[config.mk]
export PLATFORM = sky130hd
export DESIGN_NAME = batch_capture
export DESIGN_NICKNAME = d
export VERILOG_FILES = /design/src/hdl/issue_cfg_pkg.sv /design/src/hdl/issue_types_pkg.sv /design/src/hdl/batch_capture.sv
export SDC_FILE = /design/constraint.sdc
export NUM_CORES = 1
export LEC_CHECK = 0
export ABC_CLOCK_PERIOD_IN_PS = 1450
export BUFFER_PORTS_ARGS = -buffer_cell sky130_fd_sc_hd__buf_2
export CORE_AREA = 2 2 408 410
export CTS_CLUSTER_SIZE = 14
export DETAILED_ROUTE_END_ITERATION = 8
export DIE_AREA = 0 0 410 412
export PLACE_DENSITY_LB_ADDON = 0.3
export SYNTH_ARGS = -nofsm -noshare
export SYNTH_HDL_FRONTEND = slang
export SYNTH_SLANG_ARGS = --single-unit
[constraint.sdc]
create_clock -name w_fire00 -period 1.45 [get_ports w_fire00]
set_input_delay 0.2175 -clock w_fire00 [delete_from_list [all_inputs] [get_ports w_fire00]]
set_output_delay 0.2175 -clock w_fire00 [all_outputs]
set_load 0.03 [all_outputs]
[src/hdl/issue_cfg_pkg.sv]
`default_nettype none

package issue_cfg_pkg;

    localparam int slot_count  = 16;
    localparam int slot_idx_w  = 4;     // slot index and queue index
    localparam int count_w     = 5;     // fill count 0..16
    localparam int instr_w     = 32;
    localparam int queue_depth = 16;    // lsu and csr queues

    // lsu and csr list queues live in one array
    localparam int list_queue_count = 2;
    localparam int lsu_q_id         = 0;
    localparam int csr_q_id         = 1;

    // riscv major opcodes, bits 6:0
    localparam logic [6:0] opc_load   = 7'b0000011;
    localparam logic [6:0] opc_store  = 7'b0100011;
    localparam logic [6:0] opc_amo    = 7'b0101111;
    localparam logic [6:0] opc_system = 7'b1110011;

endpackage

`default_nettype wire
[src/hdl/issue_types_pkg.sv]
`default_nettype none

package issue_types_pkg;

    typedef enum logic [6:0] {
        op_load   = issue_cfg_pkg::opc_load,
        op_store  = issue_cfg_pkg::opc_store,
        op_amo    = issue_cfg_pkg::opc_amo,
        op_system = issue_cfg_pkg::opc_system
    } opcode_e;

    typedef enum logic [1:0] {
        cls_none,   // outside the branch window
        cls_alu,
        cls_lsu,
        cls_csr
    } slot_class_e;

    // read port queue select
    typedef enum logic [1:0] {
        q_alu,
        q_lsu,
        q_csr
    } queue_sel_e;

    // slot 0 at index 0
    typedef logic [issue_cfg_pkg::slot_count-1:0][issue_cfg_pkg::instr_w-1:0] instr_vec_t;

    typedef struct packed {
        instr_vec_t                          instr;
        logic [issue_cfg_pkg::slot_idx_w-1:0] first;
        logic [issue_cfg_pkg::slot_idx_w-1:0] start;
        logic [issue_cfg_pkg::slot_idx_w-1:0] stop;
        logic                                is_first;
    } batch_t;

    typedef struct packed {
        instr_vec_t                                instr;
        slot_class_e [issue_cfg_pkg::slot_count-1:0] cls;
        logic                                      is_first;
    } classified_t;

    typedef struct packed {
        instr_vec_t                          lsu_list;
        logic [issue_cfg_pkg::count_w-1:0]    lsu_count;
        instr_vec_t                          csr_list;
        logic [issue_cfg_pkg::count_w-1:0]    csr_count;
        instr_vec_t                          alu_instr;
        logic [issue_cfg_pkg::slot_count-1:0] alu_mask;
        logic                                is_first;
        logic                                valid;
    } compacted_t;

endpackage

`default_nettype wire

[src/hdl/batch_capture.sv]
`timescale 1ns/10ps
`default_nettype none

module batch_capture (
    input  wire                                   w_fire00,
    input  wire                                   rstn,
    input  wire                                   i_batch_valid,
    input  wire issue_types_pkg::instr_vec_t      i_batch_instr,
    input  wire [issue_cfg_pkg::slot_idx_w-1:0]   i_branch_first,
    input  wire [issue_cfg_pkg::slot_idx_w-1:0]   i_branch_start,
    input  wire [issue_cfg_pkg::slot_idx_w-1:0]   i_branch_stop,
    input  wire                                   i_branch_restart,
    output issue_types_pkg::batch_t               o_batch,
    output logic                                  o_valid
);

    logic r_is_first;   // next captured batch follows a branch

    always_ff @(posedge w_fire00 or negedge rstn) begin
        if (!rstn) begin
            o_valid    <= 1'b0;
            r_is_first <= 1'b1;
        end else begin
            o_valid <= i_batch_valid;
            // restart wins, so a restart with a strobe marks the batch after
            if (i_branch_restart) begin
                r_is_first <= 1'b1;
            end else if (i_batch_valid) begin
                r_is_first <= 1'b0;
            end
        end
    end

    always_ff @(posedge w_fire00) begin
        if (i_batch_valid) begin
            o_batch.instr    <= i_batch_instr;
            o_batch.first    <= i_branch_first;
            o_batch.start    <= i_branch_start;
            o_batch.stop     <= i_branch_stop;
            o_batch.is_first <= r_is_first;    // flag before this edge
        end
    end

endmodule

`default_nettype wire

==> results.txt, run 1 <==
----------------------------------------------------
[STA]
  Relative slew slack ... 78.91%
  Worst hold slack across all endpoints ... 204.4 ps
  Fraction of the cycle the final worst path needs ... 108.1%
  Tightest Pin Transition ... 315.3 ps
  Slew Viols, Final ... 0
  Clock period minus final worst setup slack ... 1568 ps
  Maximum clock frequency ... 637.8 MHz
  Final-report setup violation count ... 97
  Setup repair after global routing missed its margin ... yes
  Total negative slack for setup checks ... -3041 ps
  Hold violation total from the final report ... 0
  Final Worst Setup Slack ... -117.8 ps
  Setup Skew ... around 2.1 ps

[Clocking]
  Worst-case clock buffer depth ... 3
  Clock H-tree levels ... 3
  Total setup buffers inserted after CTS ... 0
  Number of buffers created by CTS ... 68
  TritonCTS clock tree ... yes
  Number of clock sinks ... between 500 and 600
  Worst skew pair latency ... between 600 and 700 ps
  Clock-pin slew reported for the worst setup and hold paths after clock tree synthesis ... 50 ps
  CTS Root Cell ... clkbuf_16

[Synthesis]
  Average instance area after synthesis ... 29.92 sq um
  Synthesis warning total ... 0
  Number of synthesized register bits ... about 530
  Net count after synthesis ... roughly 1100
  Area share of the largest cell type after synthesis ... ~100%
  Summed instance area of the synthesized netlist ... 0.01583 sq mm
  Sequential-to-total area share from yosys stat ... approximately 100%
  Number of flops mapped to enable cells by yosys ... roughly 530
  Post-synth top flop ... edfxtp_1
  Most instantiated library cell after synthesis ... edfxtp_1
  Syn Inst Count ... 529
  Largest cells by area after synthesis ... edfxtp_1 100%, dfstp_2 0.17%, dfrtp_1 0.16%, a21o_1 0.047%, inv_1 0.024%
  FFs w/ async S/R, synth ... less than 1%
  Synth cell types ... 5
  Cell type with the largest total area after synthesis ... edfxtp_1
  Ranking of synthesized cells by instance count ... 525 x edfxtp_1, 1 x a21o_1, 1 x dfrtp_1, 1 x dfstp_2, 1 x inv_1

[Setup path]
  Worst reg2reg path startpoint ... r_is_first$_DFFE_PN1P_
  Max FO, Critical Path ... 1
  Critical-path cell list ... buf_6
  Kind of cell adding the most delay to the critical path ... flip-flops
  Critical Path Source Type ... flip-flop
  Worst EP required ... 1230 ps
  R2R Setup Slk ... between 700 and 800 ps
  Critical Path End Type ... primary output
  Cell with the largest stage delay on the worst path ... edfxtp_1
  Arrival time at the worst endpoint ... 1350 ps
  Total buffers and inverters traversed by the critical path ... 1
  Critical R2R Capture ... r_is_first$_DFFE_PN1P_
  Critical path startpoint ... o_batch[379]$_DFFE_PP_
  Slowest Stage Delay on Critical Path ... 480 ps
  Kind of critical path ... reg2out
  Number of cells on the worst reg-to-reg path ... 1

[Floorplanning]
  Floorplan die area ... 0.1689 sq mm
  Die outline height ... about 400 microns
  Number of top-level design ports ... roughly 1100
  Horiz. Die Dim ... 410 microns
  Number of placement rows ... 149
  Core region area ... ~0.16 sq mm
  Initial Util ... 9.637%

[Placement]
  Half-perimeter wire length after detailed placement ... between 80 and 90 mm
  Number of buffers added on ports ... 1053
  GP Congestion ... approximately 0.88

[Routing]
  Via density ... 2.871
  Number of detailed-route iterations in the first pass ... 5
  Final wirelength ... 105.2 mm
  Count of routing violations after the opening detailed-route iteration ... 689
  Number of vias after detailed routing ... 12850
  Antenna viol nets, final ... 0
  Average detailed-routed wire length per instance ... between 20 and 25 microns
  Detailed-route DRC error count ... 0

[Global route]
  Overflow after GRT ... 0
  First-pass GRT wire length ... 130.9 mm
  Met2 capacity usage during global routing ... 19.70%
  Antenna violations before repair ... 109
  GR Layer Usage met3 ... 4.997%
  Pin count of the biggest net entering global routing ... 49
  Number of global-route vias before repair ... 13340
  Most crowded layer after global routing ... met2
  Met1 track demand over resource in global routing ... roughly 14%
  GRT Overall Usage ... a little under an eighth

[Run status]
  Result of the run ... finished with violations
  Violations in the final reports ... negative setup slack

[Final layout]
  Area taken by multi-input logic gates ... 7.507 sq um
  Utilization of the core after routing ... 21.24%
  Fill cell total of the finished layout ... 17450
  Combined flip-flop and latch cell area ... about 0.016 sq mm
  Fraction of layout cells with a size suffix above 1 ... roughly half
  Signed area change from the synthesized netlist to the final layout ... 120.5%
  Post-layout nets ... around 2700

[Flow run]
  Number of max-cap violations ... 0

[Power and ir drop]
  Worst vdd ir ... 0.8929 mV
  PD cells ... 1235 mW/mm^2
  Leakage Power ... 13.81 nW

[Hold path]
  Type of the tightest min-delay check ... in2async

----------------------------------------------------
## repair_timing
action | 4_1_cts | 5_1_grt
pin swaps | 0 | 0
hold buffers | 528 | 0
gates resized for setup | 1052 | 0
setup endpoints to repair | 526 | 526
hold endpoints to repair | 534 | 0
## sequential cells by signal, summed over array words and instances, names as in the netlist
signal      cells
o_batch       525
o_valid         1
r_is_first      1
## worst max-delay path by stage
stage | end | slack (ps) | cells past startpoint
floorplan | o_batch[0] | 740 | 0
global placement | o_batch[216]$_DFFE_PP_ | 160 | 3
detailed placement | o_batch[245]$_DFFE_PP_ | 140 | 3
CTS | o_batch[253] | -250 | 1
global route | o_batch[379] | -230 | 1
finish | o_batch[379] | -120 | 1
## area by class of cell
type | instances | share of cell area (%)
flip-flops and latches | 527 | 45.33
diodes | 28 | 0.2008
clock inverters | 31 | 0.7925
repair buffers | 1610 | 40.69
multi-input cells | 1 | 0.02152
clock buffers | 89 | 5.103
inverters | 1 | 0.01076
well taps | 2189 | 7.850
## report_power, final
group / internal, mW / switching (mW)
logic: 3.62 / 4.42
registers: 18.2 / 0.669
clock network: 8.97 / 7.27
total: 30.7 / 12.4
## cells by family (layout without fill, tap and decap cells)
group | count (synthesis) | in the layout | synth area share [%]
buffers and inverters | 1 | 1731 | 0.02369
other | 0 | 28 | 0
AOI/OAI and AO/OA | 1 | 1 | 0.04745
DFF | 527 | 527 | 99.93
## per-stage QoR
stage	std cells	instance area [sq um]	worst slack (ps)	power, mW
floorplan	529	15830	736.9	21.22
global placement	3800	24190	158.9	24.38
detailed placement	3800	24190	144.6	24.36
CTS	4448	34820	-252.0	44.02
global route	4461	34850	-229.1	44.76
finish	4476	34890	-117.8	43.09
## metal layers
metal	wire (microns)	vias up
li1	-	5593
met1	40950	6307
met2	51150	691
met3	10020	175
met4	2605	84
met5	483	-
## layout by cell type, fill, tap and decap left out, types with 3 or more instances in the layout
cell type and instances:
buf_12 10, buf_2 526, buf_4 19, buf_6 526
clkbuf_1 21, clkbuf_16 68, clkinv_1 10, clkinv_2 5
clkinv_8 3, clkinvlp_4 3, diode_2 28, dlygate4sd3_1 528
edfxtp_1 525, inv_16 3, inv_6 5
Power figures use the tool's default switching activity.
==> inputs of run 2 (changes only) <==
TNS_END_PERCENT = 50   (was default)
==> run 2 against run 1 <==
Net effect: the flow still finishes with violations (negative setup slack); power is 1.0% lower; sequential power hardly changed; combinational power is 4.6% lower; register-to-register slack hardly changed; non-clock buffer count stayed put; flip-flop and latch count stayed put; critical endpoint unchanged; largest power group unchanged.
==> results.txt, run 2 (same netlist as run 1, synthesis figures left out) <==
----------------------------------------------------
[Routing]
  Average detailed-routed wire length per instance ... 23.39 microns
  Via density ... between 2 and 3
  Antenna viol nets, final ... 0
  Number of vias after detailed routing ... 12900
  Number of detailed-route iterations in the first pass ... 5
  Detailed-route DRC error count ... 0
  Final wirelength ... 104.6 mm
  Count of routing violations after the opening detailed-route iteration ... roughly 800

[Floorplanning]
  Floorplan die area ... 0.1689 sq mm
  Number of top-level design ports ... about 1100
  Die outline height ... 412 microns
  Core region area ... roughly 0.16 sq mm
  Horiz. Die Dim ... 410 microns
  Initial Util ... just under 10%
  Number of placement rows ... 149

[Clocking]
  Worst-case clock buffer depth ... 3
  Clock-pin slew reported for the worst setup and hold paths after clock tree synthesis ... 50 ps
  Number of clock sinks ... between 500 and 600
  Total setup buffers inserted after CTS ... 0
  CTS Root Cell ... clkbuf_16
  Clock H-tree levels ... 3
  Number of buffers created by CTS ... 68
  Worst skew pair latency ... 670 ps
  TritonCTS clock tree ... yes

[Power and ir drop]
  Internal power ... a little over 30 mW
  Switching share of power ... between 20% and 30%
  Share of total power in sequential cells ... ~44%
  Combinational power share ... 18.0%
  Switch Pwr ... 12.28 mW
  Worst vdd ir ... 0.8771 mV
  Clock group share of total power ... 38.1%
  Leakage Power ... 13.51 nW
  PD cells ... about 1300 mW/mm^2
  Total design power ... 42.66 mW

[STA]
  Maximum clock frequency ... roughly 630 MHz
  Setup Skew ... 1.935 ps
  Relative slew slack ... 78.44%
  Final-report setup violation count ... 111
  Fraction of the cycle the final worst path needs ... 109.2%
  Total negative slack for setup checks ... -3397 ps
  Setup repair after global routing missed its margin ... yes
  Slew Viols, Final ... 0
  Hold violation total from the final report ... 0
  Final Worst Setup Slack ... -133.9 ps
  Worst hold slack across all endpoints ... 173.1 ps
  Clock period minus final worst setup slack ... 1584 ps
  Tightest Pin Transition ... between 300 and 400 ps

[Setup path]
  Arrival time at the worst endpoint ... 1370 ps
  Kind of critical path ... reg2out
  Kind of cell adding the most delay to the critical path ... flip-flops
  Critical-path cell list ... buf_6
  Critical Path End Type ... primary output
  Worst EP required ... 1230 ps
  Total buffers and inverters traversed by the critical path ... 1
  Critical path startpoint ... o_batch[379]$_DFFE_PP_
  Cell with the largest stage delay on the worst path ... edfxtp_1
  Worst reg2reg path startpoint ... r_is_first$_DFFE_PN1P_
  Slowest Stage Delay on Critical Path ... 500 ps
  Max FO, Critical Path ... 1
  Critical Path Source Type ... flip-flop

[Run status]
  Violations in the final reports ... negative setup slack
  Result of the run ... finished with violations

[Placement]
  Half-perimeter wire length after detailed placement ... 86.87 mm
  GP Congestion ... 0.8765
  Number of buffers added on ports ... 1053

[Global route]
  Antenna violations before repair ... ~110
  GRT Overall Usage ... 11.80%
  Pin count of the biggest net entering global routing ... 49
  Overflow after GRT ... 0
  Number of global-route vias before repair ... approximately 13000
  First-pass GRT wire length ... 129.3 mm

[Final layout]
  Area taken by multi-input logic gates ... ~7.5 sq um
  Largest registers ... o_batch: 525 flops, o_valid: 1 flops, r_is_first: 1 flops
  Utilization of the core after routing ... 20.70%
  Fill cell total of the finished layout ... about 18000
  Number of flip-flops in the largest register ... around 530
  Reg with most FFs ... o_batch
  Fraction of layout cells with a size suffix above 1 ... 51.88%
  Signed area change from the synthesized netlist to the final layout ... 114.8%
  Combined flip-flop and latch cell area ... 0.01582 sq mm
  Most frequent standard cell in the layout excluding fill and tap cells ... buf_2
  Commonest cells after routing, fill and taps aside ... 665 x buf_2, 528 x dlygate4sd3_1, 525 x edfxtp_1, 385 x buf_6, 68 x clkbuf_16
  Post-layout nets ... 2737

[Flow run]
  Number of max-cap violations ... 0

[Hold path]
  Type of the tightest min-delay check ... in2async

----------------------------------------------------
[run 2: area by class of cell]
class,count,share of cell area [%]
Clock inverter,31,0.8132
Timing Repair Buffer,1610,39.18
Tap cell,2189,8.054
Antenna cell,24,0.1766
Inverter,1,0.01104
Sequential cell,527,46.51
Multi-Input combinational cell,1,0.02208
Clock buffer,89,5.236
[run 2: per-stage QoR]
step / setup WS (ps) / instances / cell area (sq um)
after floorplan: 736.9 / 529 / 15830
after global placement: 158.9 / 3800 / 24190
after detailed placement: 144.6 / 3800 / 24190
after CTS: -252.0 / 4448 / 33610
after global routing: -209.6 / 4457 / 33970
final: -133.9 / 4472 / 34010
[run 2: repair_timing]
| action | 4_1_cts | 5_1_grt |
|---|---|---|
| hold buffers | 528 | 0 |
| cloned | 0 | 0 |
| setup endpoints to repair | 526 | 526 |
| gates resized for setup | 664 | 162 |
| hold endpoints to repair | 534 | 0 |
[run 2: power groups by stage]
stage / Clock [mW] / Sequential [mW] / Combinational, mW
global placement: 0 / 18.8 / 5.56
floorplan: 0 / 21.2 / 0.00203
CTS: 17.0 / 18.7 / 7.72
detailed placement: 0 / 18.8 / 5.53
finish: 16.2 / 18.7 / 7.67
global route: 17.5 / 18.8 / 7.97
[run 2: worst paths after layout]
path	end	slack [ps]	cells after the start
setup reg to reg	r_is_first$_DFFE_PN1P_	760	1
setup / recovery	o_batch[379]	-130	1
hold / removal	r_is_first$_DFFE_PN1P_	170	2
max in group asynchronous	o_valid$_DFF_PN0_	780	3
min in group w_fire00	o_batch[503]$_DFFE_PP_	250	2
hold reg to reg	o_batch[0]$_DFFE_PP_	530	0
[run 2: metal layers]
layer,vias up,part of all wire (%),track usage (%)
li1,5589,-,-
met1,6332,39,14.12
met2,703,49,19.51
met3,183,9.4,4.821
met4,88,2.3,3.055
met5,-,0.50,0
