--- src/hdl/issue_cfg_pkg.sv ---
`default_nettype none

package issue_cfg_pkg;

    localparam int slot_count  = 16;
    localparam int slot_idx_w  = 4;     // slot index and queue index
    localparam int count_w     = 5;     // fill count 0..16
    localparam int instr_w     = 32;
    localparam int queue_depth = 16;    // lsu and csr queues

    // lsu and csr list queues live in one array
    localparam int list_queue_count = 2;
    localparam int lsu_q_id         = 0;
    localparam int csr_q_id         = 1;

    // riscv major opcodes, bits 6:0
    localparam logic [6:0] opc_load   = 7'b0000011;
    localparam logic [6:0] opc_store  = 7'b0100011;
    localparam logic [6:0] opc_amo    = 7'b0101111;
    localparam logic [6:0] opc_system = 7'b1110011;

endpackage

`default_nettype wire
--- src/hdl/issue_types_pkg.sv ---
`default_nettype none

package issue_types_pkg;

    typedef enum logic [6:0] {
        op_load   = issue_cfg_pkg::opc_load,
        op_store  = issue_cfg_pkg::opc_store,
        op_amo    = issue_cfg_pkg::opc_amo,
        op_system = issue_cfg_pkg::opc_system
    } opcode_e;

    typedef enum logic [1:0] {
        cls_none,   // outside the branch window
        cls_alu,
        cls_lsu,
        cls_csr
    } slot_class_e;

    // read port queue select
    typedef enum logic [1:0] {
        q_alu,
        q_lsu,
        q_csr
    } queue_sel_e;

    // slot 0 at index 0
    typedef logic [issue_cfg_pkg::slot_count-1:0][issue_cfg_pkg::instr_w-1:0] instr_vec_t;

    typedef struct packed {
        instr_vec_t                          instr;
        logic [issue_cfg_pkg::slot_idx_w-1:0] first;
        logic [issue_cfg_pkg::slot_idx_w-1:0] start;
        logic [issue_cfg_pkg::slot_idx_w-1:0] stop;
        logic                                is_first;
    } batch_t;

    typedef struct packed {
        instr_vec_t                                instr;
        slot_class_e [issue_cfg_pkg::slot_count-1:0] cls;
        logic                                      is_first;
    } classified_t;

    typedef struct packed {
        instr_vec_t                          lsu_list;
        logic [issue_cfg_pkg::count_w-1:0]    lsu_count;
        instr_vec_t                          csr_list;
        logic [issue_cfg_pkg::count_w-1:0]    csr_count;
        instr_vec_t                          alu_instr;
        logic [issue_cfg_pkg::slot_count-1:0] alu_mask;
        logic                                is_first;
        logic                                valid;
    } compacted_t;

endpackage

`default_nettype wire

--- src/hdl/slot_classify.sv ---
`timescale 1ns/10ps
`default_nettype none

module slot_classify (
    input  wire                               w_fire00,
    input  wire                               rstn,
    input  wire issue_types_pkg::batch_t      i_batch,
    input  wire                               i_valid,
    output issue_types_pkg::classified_t      o_cls,
    output logic                              o_valid
);

    logic [issue_cfg_pkg::slot_count-1:0] w_in_window;
    issue_types_pkg::slot_class_e [issue_cfg_pkg::slot_count-1:0] w_cls;

    always_comb begin
        logic [issue_cfg_pkg::slot_idx_w-1:0] idx;
        for (int i = 0; i < issue_cfg_pkg::slot_count; i++) begin
            idx = issue_cfg_pkg::slot_idx_w'(i);
            if (i_batch.is_first) begin
                w_in_window[i] = (idx <= i_batch.first);
            end else if (i_batch.start <= i_batch.stop) begin
                w_in_window[i] = (idx >= i_batch.start) && (idx <= i_batch.stop);
            end else begin
                // wraps past slot 15
                w_in_window[i] = (idx >= i_batch.start) || (idx <= i_batch.stop);
            end
        end
    end

    always_comb begin
        for (int i = 0; i < issue_cfg_pkg::slot_count; i++) begin
            if (!w_in_window[i]) begin
                w_cls[i] = issue_types_pkg::cls_none;
            end else begin
                case (i_batch.instr[i][6:0])
                    issue_types_pkg::op_load,
                    issue_types_pkg::op_store,
                    issue_types_pkg::op_amo:    w_cls[i] = issue_types_pkg::cls_lsu;
                    issue_types_pkg::op_system: w_cls[i] = issue_types_pkg::cls_csr;
                    default:                    w_cls[i] = issue_types_pkg::cls_alu;
                endcase
            end
        end
    end

    always_ff @(posedge w_fire00 or negedge rstn) begin
        if (!rstn) begin
            o_valid <= 1'b0;
        end else begin
            o_valid <= i_valid;
        end
    end

    always_ff @(posedge w_fire00) begin
        if (i_valid) begin
            o_cls.instr    <= i_batch.instr;
            o_cls.cls      <= w_cls;
            o_cls.is_first <= i_batch.is_first;
        end
    end

endmodule

`default_nettype wire

--- config.mk ---
export PLATFORM = sky130hd
export DESIGN_NAME = slot_classify
export DESIGN_NICKNAME = d
export VERILOG_FILES = /design/src/hdl/issue_cfg_pkg.sv /design/src/hdl/issue_types_pkg.sv /design/src/hdl/slot_classify.sv
export SDC_FILE = /design/constraint.sdc
export NUM_CORES = 1
export LEC_CHECK = 0
export ABC_AREA = 1
export ABC_CLOCK_PERIOD_IN_PS = 800
export BUFFER_PORTS_ARGS = -buffer_cell sky130_fd_sc_hd__buf_2
export CORE_AREA = 2 2 414 416
export DETAILED_ROUTE_END_ITERATION = 8
export DIE_AREA = 0 0 416 418
export PLACE_DENSITY = 0.36
export SYNTH_ARGS = -nofsm -noshare
export SYNTH_HDL_FRONTEND = slang
export SYNTH_SLANG_ARGS = --single-unit
--- constraint.sdc ---
create_clock -name w_fire00 -period 0.8 [get_ports w_fire00]
set_input_delay 0.04 -clock w_fire00 [delete_from_list [all_inputs] [get_ports w_fire00]]
set_output_delay 0.04 -clock w_fire00 [all_outputs]
set_load 0.01 [all_outputs]
==> results of run 1 <==
## state kept, by name (all words and copies together) (netlist names)
| register | cells |
|---|---|
| o_valid | 1 |
| o_cls | 545 |
## worst paths after layout
path,end,slack (ns),cells past startpoint
max in group asynchronous,o_valid,0.47,3
worst max-delay path,o_cls[20],-0.63,2
min in group asynchronous,o_valid,0.22,3
worst min-delay path,o_cls[20],-0.005,4
## cells in the final DEF, fill, tap and decap left out, types with 17 or more instances in the layout
| cell | instances |
|---|---|
| clkbuf_16 | 73 |
| nand2_1 | 102 |
| nor3_1 | 17 |
| a21oi_1 | 40 |
| edfxtp_1 | 545 |
| o21ai_0 | 27 |
| inv_1 | 94 |
| dlygate4sd3_1 | 551 |
| nor2_1 | 24 |
| buf_4 | 131 |
| buf_6 | 123 |
| nand4_1 | 32 |
| buf_2 | 946 |
| buf_12 | 30 |
| nand3_1 | 25 |
## kinds of logic (layout without fill, tap and decap cells)
family	Yosys count	in the layout	synth area share
DFF	546	546	0.904
and+or+nand+nor	207	207	0.0515
buffers and inverters	102	2008	0.0215
AOI/OAI and AO/OA	70	70	0.0197
adders and majority gates	4	4	0.00276
other	0	5	0
## metal layers
metal | share of wire | routed length (um) | vias to the layer above | track usage
li1 | - | - | 7235 | -
met1 | 0.38 | 38700 | 7684 | 0.125
met2 | 0.53 | 54000 | 591 | 0.205
met3 | 0.066 | 6730 | 144 | 0.0342
met4 | 0.024 | 2450 | 4 | 0.0300
met5 | 0.00025 | 25 | - | 0
## power breakdown
part	total [mW]	switching, mW	internal, mW
logic	10.9	5.31	5.62
clock network	32.1	13.2	19.0
registers	35.1	0.994	34.1
## timing repair
action / 4_1_cts / 5_1_grt
resized for setup: 168 / 57
hold buffers: 551 / 1
buffers inserted: 0 / 0
hold endpoints to repair: 694 / 61
endpoints found under the setup margin: 546 / 1128
## worst max-delay path, delay by kind of cell, from the launching register on
family	cells	cell delay (ns)
flip-flops	1	0.44
buffers and inverters	2	0.29
## layout make-up
type / count / area, um^2
Clock buffer: 85 / 1870
Tap cell: 2218 / 2780
Timing Repair Buffer: 1786 / 13300
Antenna cell: 5 / 12.5
Multi-Input combinational cell: 281 / 1380
Clock inverter: 39 / 404
Fill cell: 18200 / 133000
Inverter: 98 / 392
Sequential cell: 546 / 16400
==> flow_summary.toml, run 1 <==
[status]
status = "finished, violations left"
violations = "hold timing, setup timing"

[timing]
hold_viol_final = 3
fin_crit_ns = 1.43
fin_crit_sh = 1.79
fin_ws_ns = -0.634
worst_hold_slack_ns = -0.00544
slew_headroom = 0.589
drv_slew = 0
fin_tns_setup_ns = -472.66
rsz0062_at_grt = "yes"
fmax_mhz = 697
tightestPinTransition_ns = 0.615
setup_viol = 1152

[final_layout]
layout-drive-gt1-share = 0.475
syn_to_final_growth_pct = 102
fin_util = 0.216
layout.nets = 3316
postLayoutCellArea_um2 = 36500
layoutNonFillerInstCount = 5058

[worst_hold_path]
min-delay-start = "i_batch[9]"
min_path_type = "input pin to register"

[route]
vias = 15700
wirelength_um = 102000
dr.pass1.iters = 5
drc = 0
wl_per_cell_um = 20.1
dr.first_iter.drc_count = 785
via_per_inst = 3.10
final_antenna_net_count = 0

[clock_network]
ctsLongestPathBuffers = 3
path_clk_slew_ns = 0.06
clock-sinks = 546
cts.htree.levels = 3
cts_tree = "yes"
cts_buffers = 71
clock-root-buffer = "clkbuf_16"

[critical_path]
crit_fanout = 1
crit_path_end_kind = "primary output"
startpoint = "o_cls[20]"
critical_path.max_stage_delay_ns = 0.44
crit_arrival_ns = 1.39
critPathLaunchType = "register"
critPathRequiredTime_ns = 0.76
worst-setup-path-type = "register to primary output"
path_cells = "buf_12 -> buf_8"
slowest_stage = "edfxtp_1"

[power]
pwr_density_cell_nw_per_um2 = 2140
peakVddDrop_uv = 1380
power_mw = 78.1
leakage_nw = 15.3

[logic_synthesis]
async_reset_ff_frac = 0.00183
ys.warnings.count = 0
synthFlopType = "edfxtp_1"
synth_most_common_cell = "edfxtp_1"
ys_seq_elements = 546
synth_edf_count = 545
synth_fp_nets = 1461
seq_area_frac_synth = 0.904
post_synth.cell_area_avg_um2 = 19.5
yosysUniqueCellTypes = 24
yosysTopAreaCell = "edfxtp_1"
synth_area_leaders = "edfxtp_1 (90%), nand2_1 (2.1%), inv_1 (2.0%), a21oi_1 (1.1%), nand4_1 (1.1%)"
synthCells = 929
yosys.area.top_type_share = 0.903
synth_area_um2 = 18100
synth_common_cells = "edfxtp_1 (545), nand2_1 (102), inv_1 (96), a21oi_1 (40), nand4_1 (32)"

[placed_design]
dp_hpwl_um = 83500
port_buffers = 1073
dpl_cell_area_um2 = 27900
dp.cells = 4380
place_ws_ns = -0.702
routabilityCongestion = 0.856

[floorplan]
ios = 1074
fp.coreArea_um2 = 169000
die_area_um2 = 174000
die_w_um = 416
initial_core_util = 0.107
rows = 151
die_y_um = 418

[global_route]
track_usage = 0.112
antenna_found_initial = 34
grt_pass1_vias = 16600
overflow = 0
grt_max_degree = 35
grt_pass1_wl_um = 134000

[job]
cap_violations = 0
No activity file was read; power rests on OpenSTA's default activity.
==> run 2, diff against run 1 <==
Settings changed: ABC_CLOCK_PERIOD_IN_PS 800 to 1800, CTS_BUF_LIST set to sky130_fd_sc_hd__clkbuf_4, GPL_TIMING_DRIVEN set to 1.
Clock period 0.8 ns to 1.8 ns, I/O delays scaled along.
==> run 2 against run 1 <==
Against the previous run:
- the run now fails in clock tree synthesis
- area after synthesis did not move
- synthesized cell count stayed put
==> flow_summary.toml, run 2 <==
[status]
status = "did not finish"
stop_stage = "clock tree synthesis"
firstError = "[ERROR RSZ-0060] Max buffer count reached."

[clock_network]
cts_buffers = 163
cts_resized = 195
cts.htree.levels = 4
clock-sinks = 546
ctsLongestPathBuffers = 3
postCtsSetupRepairBufs = 0
clock-root-buffer = "clkbuf_4"
cts_hold_buf = 910

[logic_synthesis]
synth_common_cells = "edfxtp_1 (545), nand2_1 (102), inv_1 (96), a21oi_1 (40), nand4_1 (32)"
ys.warnings.count = 0
synth_top_family_by_area = "simple AND/OR/NAND/NOR gates"
post_synth.cell_area_avg_um2 = 19.5
synth_edf_count = 545
async_reset_ff_frac = 0.00183
synthSimpleGateAreaFrac = 0.0515
synthFlopType = "edfxtp_1"
yosysUniqueCellTypes = 24
yosysTopAreaCell = "edfxtp_1"
yosys.area_share.adder = 0.00276
synth_fp_nets = 1461
synth_most_common_cell = "edfxtp_1"
yosys.area.top_type_share = 0.903
synthCells = 929
seq_area_frac_synth = 0.904
synth_area_um2 = 18100
synth_xor_area_frac = 0
synth_area_leaders = "edfxtp_1 (90%), nand2_1 (2.1%), inv_1 (2.0%), a21oi_1 (1.1%), nand4_1 (1.1%)"
synth.area.mux_share = 0
ys_seq_elements = 546
synth-compound-area-share = 0.0197

[floorplan]
die_y_um = 418
ios = 1074
rows = 151
die_w_um = 416
initial_core_util = 0.107

[placed_design]
port_buffers = 1073
dp_hpwl_um = 85300
routabilityCongestion = 0.867
dp.cells = 4267
run 2: stage by stage:
stage          worst slack [ns]  instance area, um^2
2_1_floorplan             0.421                18100
3_3_place_gp              0.185                26800
3_5_place_dp              0.187                26800
run 2: cell families after synthesis:
logic type / after synthesis
flip-flops: 546
AND/OR/NAND/NOR: 207
buffers and inverters: 102
AO/OA/AOI/OAI: 70
adder cells (fa/ha/maj): 4
==> run 3, diff against run 2 <==
Settings changed: CORE_AREA 2 2 414 416 to 2 2 420 422, CTS_BUF_LIST sky130_fd_sc_hd__clkbuf_4 to not set, DIE_AREA 0 0 416 418 to 0 0 422 424, PLACE_DENSITY 0.36 to not set, PLACE_DENSITY_LB_ADDON set to 0.15.
==> run 3 against run 2 <==
Against the previous run:
- the flow now finishes without violations
==> flow_summary.toml, run 3 (synthesis gave the netlist of run 1 again) <==
[status]
status = "complete, no violations"

[global_route]
track_usage = 0.105
overflow = 0
grt_pass1_vias = 16000
antenna_found_initial = 26
grt_max_degree = 80
grt_pass1_wl_um = 130000

[clock_network]
clock-root-buffer = "clkbuf_16"
clock-sinks = 546
cts.htree.levels = 3
path_clk_slew_ns = 0.07
cts_buffers = 75
ctsLongestPathBuffers = 3
cts_tree = "yes"

[route]
dr.pass1.iters = 5
final_antenna_net_count = 0
vias = 15000
wirelength_um = 98200
drc = 0
via_per_inst = 2.97
dr.first_iter.drc_count = 581
wl_per_cell_um = 19.4

[floorplan]
die_w_um = 422
rows = 154
die_y_um = 424
initial_core_util = 0.104
fp.coreArea_um2 = 175000
die_area_um2 = 179000
ios = 1074

[timing]
hold_viol_final = 0
drv_slew = 0
tightestPinTransition_ns = 0.504
fin_ws_ns = 0.0254
fmax_mhz = 564
fin_tns_setup_ns = 0
rsz0062_at_grt = "no"
fin_crit_sh = 0.986
fin_crit_ns = 1.77
setup_viol = 0
slew_headroom = 0.664

[final_layout]
layoutNonFillerInstCount = 5058
syn_to_final_growth_pct = 91.2
mostFrequentLayoutCell = "buf_2"
top_regs = "o_cls: 545 flops, o_valid: 1 flops"
postLayoutCellArea_um2 = 34600
final_cell_mix = "buf_2 (1071), edfxtp_1 (545), dlygate4sd3_1 (529)"
layout-drive-gt1-share = 0.457
fillCellCount = 19200
layout.nets = 3188
largest_reg_flops = 545
largest-register = "o_cls"

[power]
power_mw = 34.6
leakage_nw = 14.4
peakVddDrop_uv = 608
pwr_density_cell_nw_per_um2 = 999

[critical_path]
worst-setup-path-type = "input pin to register"
critPathRequiredTime_ns = 2.33
critPathLaunchType = "input pin"
crit_path_end_kind = "register"
crit_arrival_ns = 2.30
crit_fanout = 4

[placed_design]
dpl_cell_area_um2 = 26900
dp_hpwl_um = 79300
port_buffers = 1073
routabilityCongestion = 0.791
dp.cells = 4390
place_ws_ns = 0.101

[worst_hold_path]
min_path_type = "input pin to register"

[job]
cap_violations = 0
## run 3: metrics by stage
stage                     utilization  hold slack (ns)
final                           0.198            0.106
after global placement          0.154           -0.136
after floorplan                     -           -0.206
after CTS                       0.198          0.00878
after detailed placement        0.154           -0.133
after global routing            0.198           0.0356
## run 3: worst paths after layout
check                           start   endpoint  slack, ns  depth (start not counted)
max                        i_batch[9]  o_cls[32]       0.03                          8
min                        i_batch[6]   o_cls[4]       0.11                          6
max in group asynchronous        rstn    o_valid       1.46                          3
min in group asynchronous        rstn    o_valid       0.24                          3
## run 3: layout make-up
type,instances,area (um^2),area share
repair buffers,1654,11200,0.323
diodes,7,17.5,0.000506
flip-flops and latches,546,16400,0.473
inverters,98,369,0.0107
well taps,2340,2930,0.0845
multi-input cells,281,1350,0.0389
clock inverters,42,480,0.0139
clock buffers,90,1930,0.0558
## run 3: metal layers
layer | GRT usage | vias up | routed length, um
li1 | - | 6983 | -
met1 | 0.117 | 7277 | 37100
met2 | 0.191 | 603 | 51600
met3 | 0.0333 | 141 | 6480
met4 | 0.0312 | 4 | 2960
met5 | 0.00323 | - | 92
## run 3: critical path, cell delays in order
cell and delay [ns]:
dlygate4sd3_1 0.58, buf_2 0.13, nand2_1 0.04, dlygate4sd3_1 0.56, inv_2 0.11, nand2_1 0.06
dlygate4sd3_1 0.57, a21oi_1 0.17
## run 3: report_power, final
| part | internal, mW | total [mW] | switching (mW) |
|---|---|---|---|
| registers | 15.1 | 15.4 | 0.320 |
| logic | 1.98 | 4.32 | 2.33 |
| clock network | 8.50 | 14.8 | 6.33 |
| total | 25.6 | 34.6 | 8.99 |
## run 3: what timing repair did
action	CTS	global route
hold buffers	529	0
hold endpoints to repair	656	0
buffers inserted	0	0
setup endpoints to repair	0	5
gates resized for setup	0	3
==> run 4, diff against run 3 <==
Settings changed: ABC_CLOCK_PERIOD_IN_PS 1800 to 2150.
Clock period 1.8 ns to 2.15 ns, I/O delays scaled along.
==> run 4 against run 3 <==
Against the previous run:
- design area fell by 0.54%
- critical path depth did not move
- die area did not move
- critical endpoint unchanged
- via count fell by 1.3%
- cell count fell by 0.45%
- sequential share of layout area rose by 0.26 points
- first-iteration DRC count rose by 22%
- count of clock-buffer cells in the layout fell by 3
- non-clock buffer count fell by 23
- routed wire length fell by 0.90%
==> flow_summary.toml, run 4 (synthesis gave the netlist of run 1 again) <==
[critical_path]
crit_fanout = 6
critPathRequiredTime_ns = 2.69
crit_path_end_kind = "register"
worst-setup-path-type = "input pin to register"
critPathLaunchType = "input pin"
crit_arrival_ns = 2.56
cp-endpoint = "o_cls[32]"
startpoint = "i_batch[0]"

[clock_network]
cts_tree = "yes"
cts_buffers = 75
path_clk_slew_ns = 0.06
clock-sinks = 546
ctsLongestPathBuffers = 3
cts.htree.levels = 3
clock-root-buffer = "clkbuf_16"
postCtsSetupRepairBufs = 0

[placed_design]
dp.cells = 4367
routabilityCongestion = 0.787
dp_hpwl_um = 78700
port_buffers = 1073
dpl_cell_area_um2 = 26800

[timing]
slew_headroom = 0.568
fin_crit_sh = 0.940
hold_viol_final = 0
setup_viol = 0
fin_tns_setup_ns = 0
fin_crit_ns = 2.02
tightestPinTransition_ns = 0.649
fmax_mhz = 495
drv_slew = 0
rsz0062_at_grt = "no"

[route]
via_per_inst = 2.94
wl_per_cell_um = 19.3
dr.first_iter.drc_count = 706
drc = 0
wirelength_um = 97400
dr.pass1.iters = 5
final_antenna_net_count = 0
vias = 14800

[final_layout]
layoutNonFillerInstCount = 5035
fin_util = 0.197
layout.nets = 3165
syn_to_final_growth_pct = 90.1
layout-drive-gt1-share = 0.450
largest-register = "o_cls"
mostFrequentLayoutCell = "buf_2"
postLayoutCellArea_um2 = 34500
final_cell_mix = "buf_2 (1071), edfxtp_1 (545), dlygate4sd3_1 (529)"
largest_reg_flops = 545
top_regs = "o_cls: 545 flops, o_valid: 1 flops"

[floorplan]
die_y_um = 424
die_area_um2 = 179000
die_w_um = 422
initial_core_util = 0.104
ios = 1074
rows = 154
fp.coreArea_um2 = 175000

[global_route]
overflow = 0
track_usage = 0.104
antenna_found_initial = 25
grt_max_degree = 89
grt_pass1_wl_um = 129000
grt_pass1_vias = 15700

[power]
leakage_nw = 14.3
pwr_density_cell_nw_per_um2 = 837
peakVddDrop_uv = 474

[status]
status = "complete, no violations"

[worst_hold_path]
min_path_type = "input pin to register"

[job]
cap_violations = 0
[run 4: worst max-delay path, cell delays in order]
cell	delay, ns
dlygate4sd3_1	0.57
clkbuf_4	0.21
inv_1	0.14
nor2_2	0.19
nand2_1	0.06
dlygate4sd3_1	0.57
a21oi_1	0.14
dlygate4sd3_1	0.56
[run 4: cell type report]
type / instances / area, um^2
fill: 19200 / 141000
timing repair buffer: 1631 / 11000
inverter: 98 / 369
tap: 2340 / 2930
multi-input combinational: 281 / 1350
clock buffer: 87 / 1960
clock inverter: 43 / 402
sequential: 546 / 16400
antenna: 9 / 22.5
[run 4: per-stage QoR]
| step | setup slack, ns | total power [mW] | hold slack [ns] |
|---|---|---|---|
| detailed placement | 0.264 | 16.0 | -0.117 |
| global placement | 0.233 | 16.0 | -0.118 |
| CTS | 0.0851 | 29.6 | 0.00293 |
| global route | 0.0382 | 30.2 | 0.0598 |
| finish | 0.129 | 28.8 | 0.102 |
| floorplan | 0.754 | 13.8 | -0.188 |
[run 4: metal layers]
metal,share of wire,vias to the layer above,global-route usage,routed length (um)
met5,0.00049,-,0,48
met4,0.023,8,0.0297,2230
met3,0.070,124,0.0350,6780
met2,0.53,564,0.190,51500
met1,0.38,7188,0.114,36800
li1,-,6931,-,-
[run 4: timing repair]
item / 4_1_cts / 5_1_grt
endpoints found under the setup margin: 0 / 2
gates resized for setup: 0 / 3
hold endpoints to repair: 635 / 0
hold buffers: 529 / 0
[run 4: how the worst min path moves through the flow]
stage	from	end	slack, ns	cells after the start
floorplan	rstn	o_valid	-0.19	0
finish	i_batch[4]	o_cls[20]	0.10	5
global placement	rstn	o_valid	-0.12	1
global route	i_batch[39]	o_cls[59]	0.06	2
CTS	i_batch[4]	o_cls[20]	0.003	5
detailed placement	rstn	o_valid	-0.12	1
[run 4: power breakdown]
part           total [mW]  leakage, nW  switching (mW)  internal (mW)
clock                12.3         1.16            5.08           7.25
combinational        3.58         7.77            1.95           1.64
sequential           12.9         5.34           0.268           12.7
total                28.8         14.3            7.30           21.6
